$ cat config.mk
export PLATFORM = sky130hd
export DESIGN_NAME = axi_master_top
export DESIGN_NICKNAME = d
export VERILOG_FILES = /design/src/verilog/axi_pkg.sv /design/src/verilog/mem_pkg.sv /design/src/verilog/axi_master_top.sv /design/src/verilog/axi_rd_master.sv /design/src/verilog/axi_wr_master.sv
export SDC_FILE = /design/constraint.sdc
export NUM_CORES = 1
export LEC_CHECK = 0
export BUFFER_PORTS_ARGS = -buffer_cell sky130_fd_sc_hd__buf_2
export CAP_MARGIN = 5
export CELL_PAD_IN_SITES_DETAIL_PLACEMENT = 1
export CELL_PAD_IN_SITES_GLOBAL_PLACEMENT = 1
export CORE_AREA = 4 4 357 359
export DETAILED_ROUTE_END_ITERATION = 7
export DIE_AREA = 0 0 361 363
export PLACE_DENSITY_LB_ADDON = 0.25
export SLEW_MARGIN = 25
export SYNTH_ARGS = -nofsm -noshare
export SYNTH_HDL_FRONTEND = slang
export SYNTH_SLANG_ARGS = --single-unit
$ cat constraint.sdc
create_clock -name clk -period 4.97 [get_ports clk]
set_input_delay 0.7455 -clock clk [delete_from_list [all_inputs] [get_ports clk]]
set_output_delay 0.7455 -clock clk [all_outputs]
set_load 0.01 [all_outputs]
$ cat src/verilog/axi_pkg.sv
package axi_pkg;

    // AXI3-style field widths as seen on the SoC bus
    typedef logic [3:0] axi_id_t;
    typedef logic [7:0] axi_len_t;     // Beats minus one
    typedef logic [1:0] axi_burst_t;
    typedef logic [1:0] axi_lock_t;
    typedef logic [3:0] axi_cache_t;
    typedef logic [2:0] axi_prot_t;
    typedef logic [1:0] axi_resp_t;

    // Every transfer is a single beat
    localparam axi_len_t AXI_LEN_SINGLE = 8'd0;

    localparam axi_burst_t AXI_BURST_INCR = 2'd1;  // Incrementing burst

endpackage

$ cat src/verilog/mem_pkg.sv
package mem_pkg;

    typedef logic [31:0]  addr_t;   // Physical byte address
    typedef logic [127:0] line_t;   // Cache line, also one AXI beat
    typedef logic [15:0]  strb_t;   // One bit per line byte

    // Same encoding as AXI size, bytes = 2**size
    typedef logic [2:0] xfer_size_t;

    localparam xfer_size_t SIZE_BYTE = 3'd0;
    localparam xfer_size_t SIZE_HALF = 3'd1;
    localparam xfer_size_t SIZE_WORD = 3'd2;
    localparam xfer_size_t SIZE_LINE = 3'd4;  // Full 16-byte line

endpackage
$ cat src/verilog/axi_master_top.sv
`timescale 1ns/100ps

module axi_master_top #(
    parameter axi_pkg::axi_id_t IC_ID = 4'd0,
    parameter axi_pkg::axi_id_t DC_ID = 4'd1
) (
    input  logic                clk,
    input  logic                rst_n_i,

    // Instruction cache
    input  logic                ic_rd_req_i,
    input  mem_pkg::addr_t      ic_rd_addr_i,
    output logic                ic_rd_rdy_o,
    output logic                ic_ret_valid_o,
    output mem_pkg::line_t      ic_ret_data_o,

    // Data cache, read side
    input  logic                dc_rd_req_i,
    input  mem_pkg::xfer_size_t dc_rd_size_i,
    input  mem_pkg::addr_t      dc_rd_addr_i,
    output logic                dc_rd_rdy_o,
    output logic                dc_ret_valid_o,
    output mem_pkg::line_t      dc_ret_data_o,

    // Data cache, write side
    input  logic                dc_wr_req_i,
    input  mem_pkg::xfer_size_t dc_wr_size_i,
    input  mem_pkg::addr_t      dc_wr_addr_i,
    input  mem_pkg::strb_t      dc_wr_strb_i,
    input  mem_pkg::line_t      dc_wr_data_i,
    output logic                dc_wr_rdy_o,
    output logic                dc_wr_done_o,

    // AXI read address
    output axi_pkg::axi_id_t    arid_o,
    output mem_pkg::addr_t      araddr_o,
    output axi_pkg::axi_len_t   arlen_o,
    output mem_pkg::xfer_size_t arsize_o,
    output axi_pkg::axi_burst_t arburst_o,
    output axi_pkg::axi_lock_t  arlock_o,
    output axi_pkg::axi_cache_t arcache_o,
    output axi_pkg::axi_prot_t  arprot_o,
    output logic                arvalid_o,
    input  logic                arready_i,
    // AXI read data
    input  axi_pkg::axi_id_t    rid_i,
    input  mem_pkg::line_t      rdata_i,
    input  axi_pkg::axi_resp_t  rresp_i,
    input  logic                rlast_i,
    input  logic                rvalid_i,
    output logic                rready_o,
    // AXI write address
    output axi_pkg::axi_id_t    awid_o,
    output mem_pkg::addr_t      awaddr_o,
    output axi_pkg::axi_len_t   awlen_o,
    output mem_pkg::xfer_size_t awsize_o,
    output axi_pkg::axi_burst_t awburst_o,
    output axi_pkg::axi_lock_t  awlock_o,
    output axi_pkg::axi_cache_t awcache_o,
    output axi_pkg::axi_prot_t  awprot_o,
    output logic                awvalid_o,
    input  logic                awready_i,
    // AXI write data
    output axi_pkg::axi_id_t    wid_o,
    output mem_pkg::line_t      wdata_o,
    output mem_pkg::strb_t      wstrb_o,
    output logic                wlast_o,
    output logic                wvalid_o,
    input  logic                wready_i,
    // AXI write response
    input  axi_pkg::axi_id_t    bid_i,
    input  axi_pkg::axi_resp_t  bresp_i,
    input  logic                bvalid_i,
    output logic                bready_o
);
    import axi_pkg::*;

    // Port names match the channel masters one to one
    axi_rd_master #(
        .IC_ID (IC_ID),
        .DC_ID (DC_ID)
    ) u_axi_rd_master (.*);

    axi_wr_master #(
        .DC_ID (DC_ID)
    ) u_axi_wr_master (.*);

    // Single-beat INCR, normal access, no cache or protection hints
    assign arlen_o   = AXI_LEN_SINGLE;
    assign arburst_o = AXI_BURST_INCR;
    assign arlock_o  = '0;
    assign arcache_o = '0;
    assign arprot_o  = '0;

    assign awlen_o   = AXI_LEN_SINGLE;
    assign awburst_o = AXI_BURST_INCR;
    assign awlock_o  = '0;
    assign awcache_o = '0;
    assign awprot_o  = '0;

endmodule

$ cat src/verilog/axi_rd_master.sv
`timescale 1ns/100ps

module axi_rd_master #(
    parameter axi_pkg::axi_id_t IC_ID = 4'd0,
    parameter axi_pkg::axi_id_t DC_ID = 4'd1
) (
    input  logic                clk,
    input  logic                rst_n_i,

    // Instruction cache, line reads only
    input  logic                ic_rd_req_i,
    input  mem_pkg::addr_t      ic_rd_addr_i,
    output logic                ic_rd_rdy_o,
    output logic                ic_ret_valid_o,
    output mem_pkg::line_t      ic_ret_data_o,

    // Data cache
    input  logic                dc_rd_req_i,
    input  mem_pkg::xfer_size_t dc_rd_size_i,
    input  mem_pkg::addr_t      dc_rd_addr_i,
    output logic                dc_rd_rdy_o,
    output logic                dc_ret_valid_o,
    output mem_pkg::line_t      dc_ret_data_o,

    // AR channel
    output axi_pkg::axi_id_t    arid_o,
    output mem_pkg::addr_t      araddr_o,
    output mem_pkg::xfer_size_t arsize_o,
    output logic                arvalid_o,
    input  logic                arready_i,

    // R channel
    input  axi_pkg::axi_id_t    rid_i,
    input  mem_pkg::line_t      rdata_i,
    input  axi_pkg::axi_resp_t  rresp_i,
    input  logic                rlast_i,
    input  logic                rvalid_i,
    output logic                rready_o
);
    import axi_pkg::*;
    import mem_pkg::*;

    typedef enum logic [1:0] {
        RD_IDLE,
        RD_ADDR,
        RD_DATA
    } rd_state_e;

    rd_state_e  state_q;
    rd_state_e  state_d;
    logic       grant_dc_q;     // Owner of the outstanding read
    logic       take_req;
    logic       ar_hs;
    logic       r_hs;

    axi_id_t    arid_q;
    addr_t      araddr_q;
    xfer_size_t arsize_q;

    logic       ic_ret_valid_q;
    logic       dc_ret_valid_q;
    line_t      ret_data_q;     // Shared, qualified by the valids

    // Only sampled in idle, so the next AR waits for the ret cycle
    assign take_req = (state_q == RD_IDLE) && (dc_rd_req_i || ic_rd_req_i);

    assign arvalid_o = (state_q == RD_ADDR);
    assign ar_hs     = arvalid_o && arready_i;
    assign rready_o  = (state_q == RD_DATA);
    assign r_hs      = rvalid_i && rready_o;

    // Ack the client in the AR handshake cycle
    assign dc_rd_rdy_o = ar_hs && grant_dc_q;
    assign ic_rd_rdy_o = ar_hs && !grant_dc_q;

    always_comb begin
        state_d = state_q;
        case (state_q)
            RD_IDLE: begin
                if (take_req) begin
                    state_d = RD_ADDR;
                end
            end
            RD_ADDR: begin
                if (ar_hs) begin
                    state_d = RD_DATA;
                end
            end
            RD_DATA: begin
                if (r_hs) begin
                    state_d = RD_IDLE;
                end
            end
            default: state_d = RD_IDLE;
        endcase
    end

    always_ff @(posedge clk or negedge rst_n_i) begin
        if (!rst_n_i) begin
            state_q    <= RD_IDLE;
            grant_dc_q <= 1'b0;
        end else begin
            state_q <= state_d;
            if (take_req) begin
                grant_dc_q <= dc_rd_req_i;  // Data cache wins a tie
            end
        end
    end

    // AR payload, held until arready
    always_ff @(posedge clk) begin
        if (take_req) begin
            if (dc_rd_req_i) begin
                arid_q   <= DC_ID;
                araddr_q <= dc_rd_addr_i;
                arsize_q <= dc_rd_size_i;
            end else begin
                arid_q   <= IC_ID;
                araddr_q <= ic_rd_addr_i;
                arsize_q <= SIZE_LINE;
            end
        end
    end

    assign arid_o   = arid_q;
    assign araddr_o = araddr_q;
    assign arsize_o = arsize_q;

    // Beat goes to whichever client owns rid
    always_ff @(posedge clk or negedge rst_n_i) begin
        if (!rst_n_i) begin
            dc_ret_valid_q <= 1'b0;
            ic_ret_valid_q <= 1'b0;
        end else begin
            dc_ret_valid_q <= r_hs && (rid_i == DC_ID);
            ic_ret_valid_q <= r_hs && (rid_i == IC_ID) && (rid_i != DC_ID);
        end
    end

    // Single beat per read, so rlast and rresp carry nothing to act on
    always_ff @(posedge clk) begin
        if (r_hs) begin
            ret_data_q <= rdata_i;
        end
    end

    assign dc_ret_valid_o = dc_ret_valid_q;
    assign ic_ret_valid_o = ic_ret_valid_q;
    assign dc_ret_data_o  = ret_data_q;
    assign ic_ret_data_o  = ret_data_q;

endmodule

$ cat src/verilog/axi_wr_master.sv
`timescale 1ns/100ps

module axi_wr_master #(
    parameter axi_pkg::axi_id_t DC_ID = 4'd1
) (
    input  logic                clk,
    input  logic                rst_n_i,

    // Data cache write client
    input  logic                dc_wr_req_i,
    input  mem_pkg::xfer_size_t dc_wr_size_i,
    input  mem_pkg::addr_t      dc_wr_addr_i,
    input  mem_pkg::strb_t      dc_wr_strb_i,
    input  mem_pkg::line_t      dc_wr_data_i,
    output logic                dc_wr_rdy_o,
    output logic                dc_wr_done_o,

    // AW channel
    output axi_pkg::axi_id_t    awid_o,
    output mem_pkg::addr_t      awaddr_o,
    output mem_pkg::xfer_size_t awsize_o,
    output logic                awvalid_o,
    input  logic                awready_i,

    // W channel
    output axi_pkg::axi_id_t    wid_o,
    output mem_pkg::line_t      wdata_o,
    output mem_pkg::strb_t      wstrb_o,
    output logic                wlast_o,
    output logic                wvalid_o,
    input  logic                wready_i,

    // B channel
    input  axi_pkg::axi_id_t    bid_i,
    input  axi_pkg::axi_resp_t  bresp_i,
    input  logic                bvalid_i,
    output logic                bready_o
);
    import mem_pkg::*;

    typedef enum logic [1:0] {
        WR_IDLE,
        WR_SEND,    // AW and W in flight
        WR_RESP
    } wr_state_e;

    wr_state_e  state_q;
    wr_state_e  state_d;
    logic       aw_done_q;
    logic       w_done_q;
    logic       done_q;
    logic       accept;
    logic       aw_hs;
    logic       w_hs;
    logic       b_hs;
    logic       send_ok;

    addr_t      awaddr_q;
    xfer_size_t awsize_q;
    strb_t      wstrb_q;
    line_t      wdata_q;

    assign dc_wr_rdy_o = (state_q == WR_IDLE);
    assign accept      = dc_wr_req_i && dc_wr_rdy_o;

    // Each channel drops its valid on its own handshake
    assign awvalid_o = (state_q == WR_SEND) && !aw_done_q;
    assign wvalid_o  = (state_q == WR_SEND) && !w_done_q;
    assign aw_hs     = awvalid_o && awready_i;
    assign w_hs      = wvalid_o && wready_i;
    assign send_ok   = (aw_done_q || aw_hs) && (w_done_q || w_hs);

    assign bready_o = (state_q == WR_RESP);
    assign b_hs     = bvalid_i && bready_o;  // bid and bresp not checked

    always_comb begin
        state_d = state_q;
        case (state_q)
            WR_IDLE: if (accept) state_d = WR_SEND;
            WR_SEND: if (send_ok) state_d = WR_RESP;
            WR_RESP: if (b_hs) state_d = WR_IDLE;
            default: state_d = WR_IDLE;
        endcase
    end

    always_ff @(posedge clk or negedge rst_n_i) begin
        if (!rst_n_i) begin
            state_q   <= WR_IDLE;
            aw_done_q <= 1'b0;
            w_done_q  <= 1'b0;
            done_q    <= 1'b0;
        end else begin
            state_q <= state_d;
            done_q  <= b_hs;
            if (accept) begin
                aw_done_q <= 1'b0;
                w_done_q  <= 1'b0;
            end else begin
                aw_done_q <= aw_done_q || aw_hs;
                w_done_q  <= w_done_q || w_hs;
            end
        end
    end

    always_ff @(posedge clk) begin
        if (accept) begin
            awaddr_q <= dc_wr_addr_i;
            awsize_q <= dc_wr_size_i;
            wstrb_q  <= dc_wr_strb_i;
            wdata_q  <= dc_wr_data_i;
        end
    end

    assign awid_o   = DC_ID;
    assign awaddr_o = awaddr_q;
    assign awsize_o = awsize_q;
    assign wid_o    = DC_ID;
    assign wdata_o  = wdata_q;
    assign wstrb_o  = wstrb_q;
    assign wlast_o  = 1'b1;     // Always the only beat

    assign dc_wr_done_o = done_q;

endmodule

==> impl_metrics.toml <==
[power_and_ir_drop]
power.share.combinational = 0.186
intPower_mw = 6.77
vdd_drop_max_uv = 240
clock_power_share = 0.381
power.switching_fraction = 0.304
seq_power_share = 0.433
power.switching_mw = 2.95
powerDensity_nw_per_um2 = 494
design_power_total_mw = 9.72
power.leakage_nw = 8.10

[cts]
root_buffer = "sky130_fd_sc_hd__clkbuf_16"
tritoncts_num_sinks = 353
numCtsBuffers = 50
cts.reportedPaths.clkPinSlew_ps = 60
cts.repair.resized = 0
htree_num_levels = 2
cts.path.max_buffers = 3
tritoncts = "done"
clk-insertion-delay-late_ps = 630

[placed_design]
gp_congestion = 0.788
pre_cts_slack_ps = 2300
portBuffers = 869
dpl.hpwl_um = 59200

[sta]
final.setup.tns_ps = 0
post-route-worst-setup-slack_ps = 2630
finalClockSkew_ps = 32.0
setup_repair_after_global_routing_missed_its_margin = "false"
max_slew_margin = 0.383
min_period_over_period = 0.471
timing.final.hold_violations = 0
timing_max_transition_violations_final = 0
final-setup-viol-count = 0
clock.fmax_mhz = 427
fin_crit_ps = 2340
worst_pin_slew_ps = 925
hold_ws_ps = 278

[worst_setup_path]
cells_along_the_critical_path = "nor2b_1 > nand2_1 > nor2_1 > buf_2"
timing.reg2reg.worst_path_depth = 3
cp-start-kind = "flip-flop"
crit_path_capture = "ic_rd_rdy_o"
r2r_setup_slack_ps = 2800
worst_path_largest_cell_delay_ps = 410
critPathTopFamily = "simple AND/OR/NAND/NOR gates"
worst_setup_path_end_kind = "output port"
critical_path_class = "reg2out"
r2r_start = "u_axi_wr_master.state_q[0]"
arr_time_crit_path_ps = 1600
critical_path_buf_inv_count = 1
cp_data_required_time_ps = 4220
worst-path-stages = 4
crit_path_max_fanout = 4
r2r_end = "u_axi_wr_master.awaddr_o[13]"
timing.critical_path.slowest_stage_cell = "sky130_fd_sc_hd__dfrtp_1"
timing.critical_path.from = "u_axi_rd_master.state_q[1]"

[floorplan]
fp.dieArea_um2 = 131000
fp.coreArea_um2 = 124000
die-height_um = 363
std_cell_rows = 129
die_w_um = 361
io_pins = 929
floorplan.initialDensity = 0.102

[cells_and_area]
ratio_of_cells_with_drive_above_1_in_the_final_layout = 0.686
filler_instances = 14200
core_util_final = 0.159
nNetsFinal = 1799
syn_to_final_growth_pct = 55.8
area_of_combinational_cells_with_multiple_inputs_um2 = 853
flip_flop_and_latch_area_um2 = 10600

[grt]
first_global_vias = 9362
groute.usage.overall = 0.101
globalRouteOverflowTotal = 0
grt_first_pass_wirelength_um = 88700
grt_antenna_before_repair = 114
grt_start_max_net_pins = 80

[synthesis]
ys_top_cells_by_area = "sky130_fd_sc_hd__edfxtp_1 (81%), sky130_fd_sc_hd__buf_4 (11%), sky130_fd_sc_hd__mux2_4 (3.1%), sky130_fd_sc_hd__dfrtp_1 (2.0%), sky130_fd_sc_hd__mux2_2 (0.53%)"
combined_area_of_all_synthesized_cells_um2 = 12600
yosys.cell_count.top_type = "sky130_fd_sc_hd__edfxtp_1"
yosysSeqAreaShare = 0.835
synthArstFlopShare = 0.0283
synth_commonest_cells = "sky130_fd_sc_hd__edfxtp_1 (343), sky130_fd_sc_hd__buf_4 (178), sky130_fd_sc_hd__mux2_4 (26), sky130_fd_sc_hd__dfrtp_1 (10), sky130_fd_sc_hd__nor2_1 (9)"
yosys_warnings = 0
post_synth.cell_area_avg_um2 = 20.7
synth-seq-cells = 353
number_of_synthesized_flops_with_an_enable_pin = 343
yosys.area.top_type_share = 0.815
post-synth-top-area-cell = "sky130_fd_sc_hd__edfxtp_1"
dominant_synthesized_flop_cell = "sky130_fd_sc_hd__edfxtp_1"
synth.distinct_cells = 26
post_synth_inst_count = 611

[worst_hold_path]
min_delay_worst_type = "in2reg"

[status]
status = "complete, no violations"

[drt]
route.detailed.vias_per_inst = 2.78
drtIter0Drc = 387
wl_um = 69500
antenna_violating_nets_post_route = 0
drt_pass1_iterations = 4
total_number_of_vias = 8657
drc = 0
post_drt_wl_per_cell_um = 22.3

[job]
cap_viol_max_count = 0
-- routing by layer --
metal	track usage	vias up	part of all wire
met5	0	-	0.0056
met4	0.0303	60	0.031
met3	0.0633	189	0.14
met2	0.179	611	0.50
met1	0.0972	4103	0.32
li1	-	3694	-
-- worst min path at each step --
stage | slack [ps] | cells after the start | end | startpoint
after floorplan | 450 | 0 | u_axi_rd_master.dc_ret_valid_o | rst_n_i
after global placement | 470 | 1 | u_axi_wr_master.state_q[0] | u_axi_wr_master.state_q[1]
after detailed placement | 480 | 1 | u_axi_wr_master.state_q[0] | u_axi_wr_master.state_q[1]
after CTS | 180 | 2 | u_axi_rd_master.ic_ret_valid_o | rid_i[0]
after global routing | 210 | 1 | u_axi_wr_master.wstrb_o[11] | dc_wr_strb_i[11]
final | 280 | 2 | u_axi_rd_master.ic_ret_valid_o | rid_i[0]
-- layout make-up --
cell class	count	share of cell area
clock buffers	56	0.0647
multi-input cells	119	0.0433
clock inverters	35	0.0218
well taps	1637	0.104
flip-flops and latches	353	0.536
repair buffers	874	0.225
inverters	4	0.00102
diodes	35	0.00445
-- flip-flops by register name (all words and copies together) (netlist names), 2 cells and up --
signal	cells
u_axi_wr_master.wdata_o	128
u_axi_wr_master.awsize_o	3
u_axi_wr_master.state_q	2
u_axi_rd_master.araddr_o	32
u_axi_wr_master.wstrb_o	16
u_axi_rd_master.arsize_o	3
u_axi_rd_master.dc_ret_data_o	128
u_axi_rd_master.state_q	2
u_axi_wr_master.awaddr_o	32
-- metrics by stage --
| stage | instances | cell area (um^2) |
|---|---|---|
| global placement | 2986 | 17900 |
| finish | 3113 | 19700 |
| CTS | 3078 | 19600 |
| global route | 3085 | 19600 |
| detailed placement | 2986 | 17900 |
| floorplan | 659 | 12800 |
-- power groups by stage --
stage          Combinational, mW  Clock (mW)  Sequential, mW
2_1_floorplan              0.596           0            4.52
3_3_place_gp                1.90           0            4.27
3_5_place_dp                1.91           0            4.28
4_1_cts                     1.91        3.94            4.23
5_1_grt                     1.96        4.04            4.27
6_report                    1.80        3.70            4.21
-- cells in the final DEF, fill, tap and decap left out, drive strengths merged --
cell	synthesis	routed
a21o	1	1
a21oi	4	4
a22o	1	1
and2	5	5
and3	1	1
buf	183	873
bufinv	0	6
clkbuf	0	56
clkinv	0	20
clkinvlp	0	5
conb	2	50
dfrtp	10	10
diode	0	35
dlygate4sd3	0	1
edfxtp	343	343
inv	4	8
mux2	32	32
nand2	4	4
nand2b	3	3
nand3b	1	1
nor2	9	9
nor2b	2	2
nor3	1	1
nor4	1	1
o21a	1	1
o21ai	1	1
o221a	1	1
o31ai	1	1
-- cell families (layout without fill, tap and decap cells) --
kind of cell | Yosys count | count (layout) | synth area share
other cells | 2 | 85 | 0.000594
flops | 353 | 353 | 0.835
mux | 32 | 32 | 0.0362
buf+inv | 187 | 969 | 0.112
compound gates | 10 | 10 | 0.00535
simple gates | 27 | 27 | 0.0108
-- timing repair --
item,CTS,global route
buffers inserted,0,0
endpoints found under the hold margin,10,0
hold buffers,1,0
-- worst reg2reg max path, cell delays in order, from the launching register on --
cell,delay (ps)
sky130_fd_sc_hd__dfrtp_1,460
sky130_fd_sc_hd__nor2_1,170
sky130_fd_sc_hd__and2_4,640
sky130_fd_sc_hd__buf_12,420
Note: power is estimated with default switching activity, not from simulation.
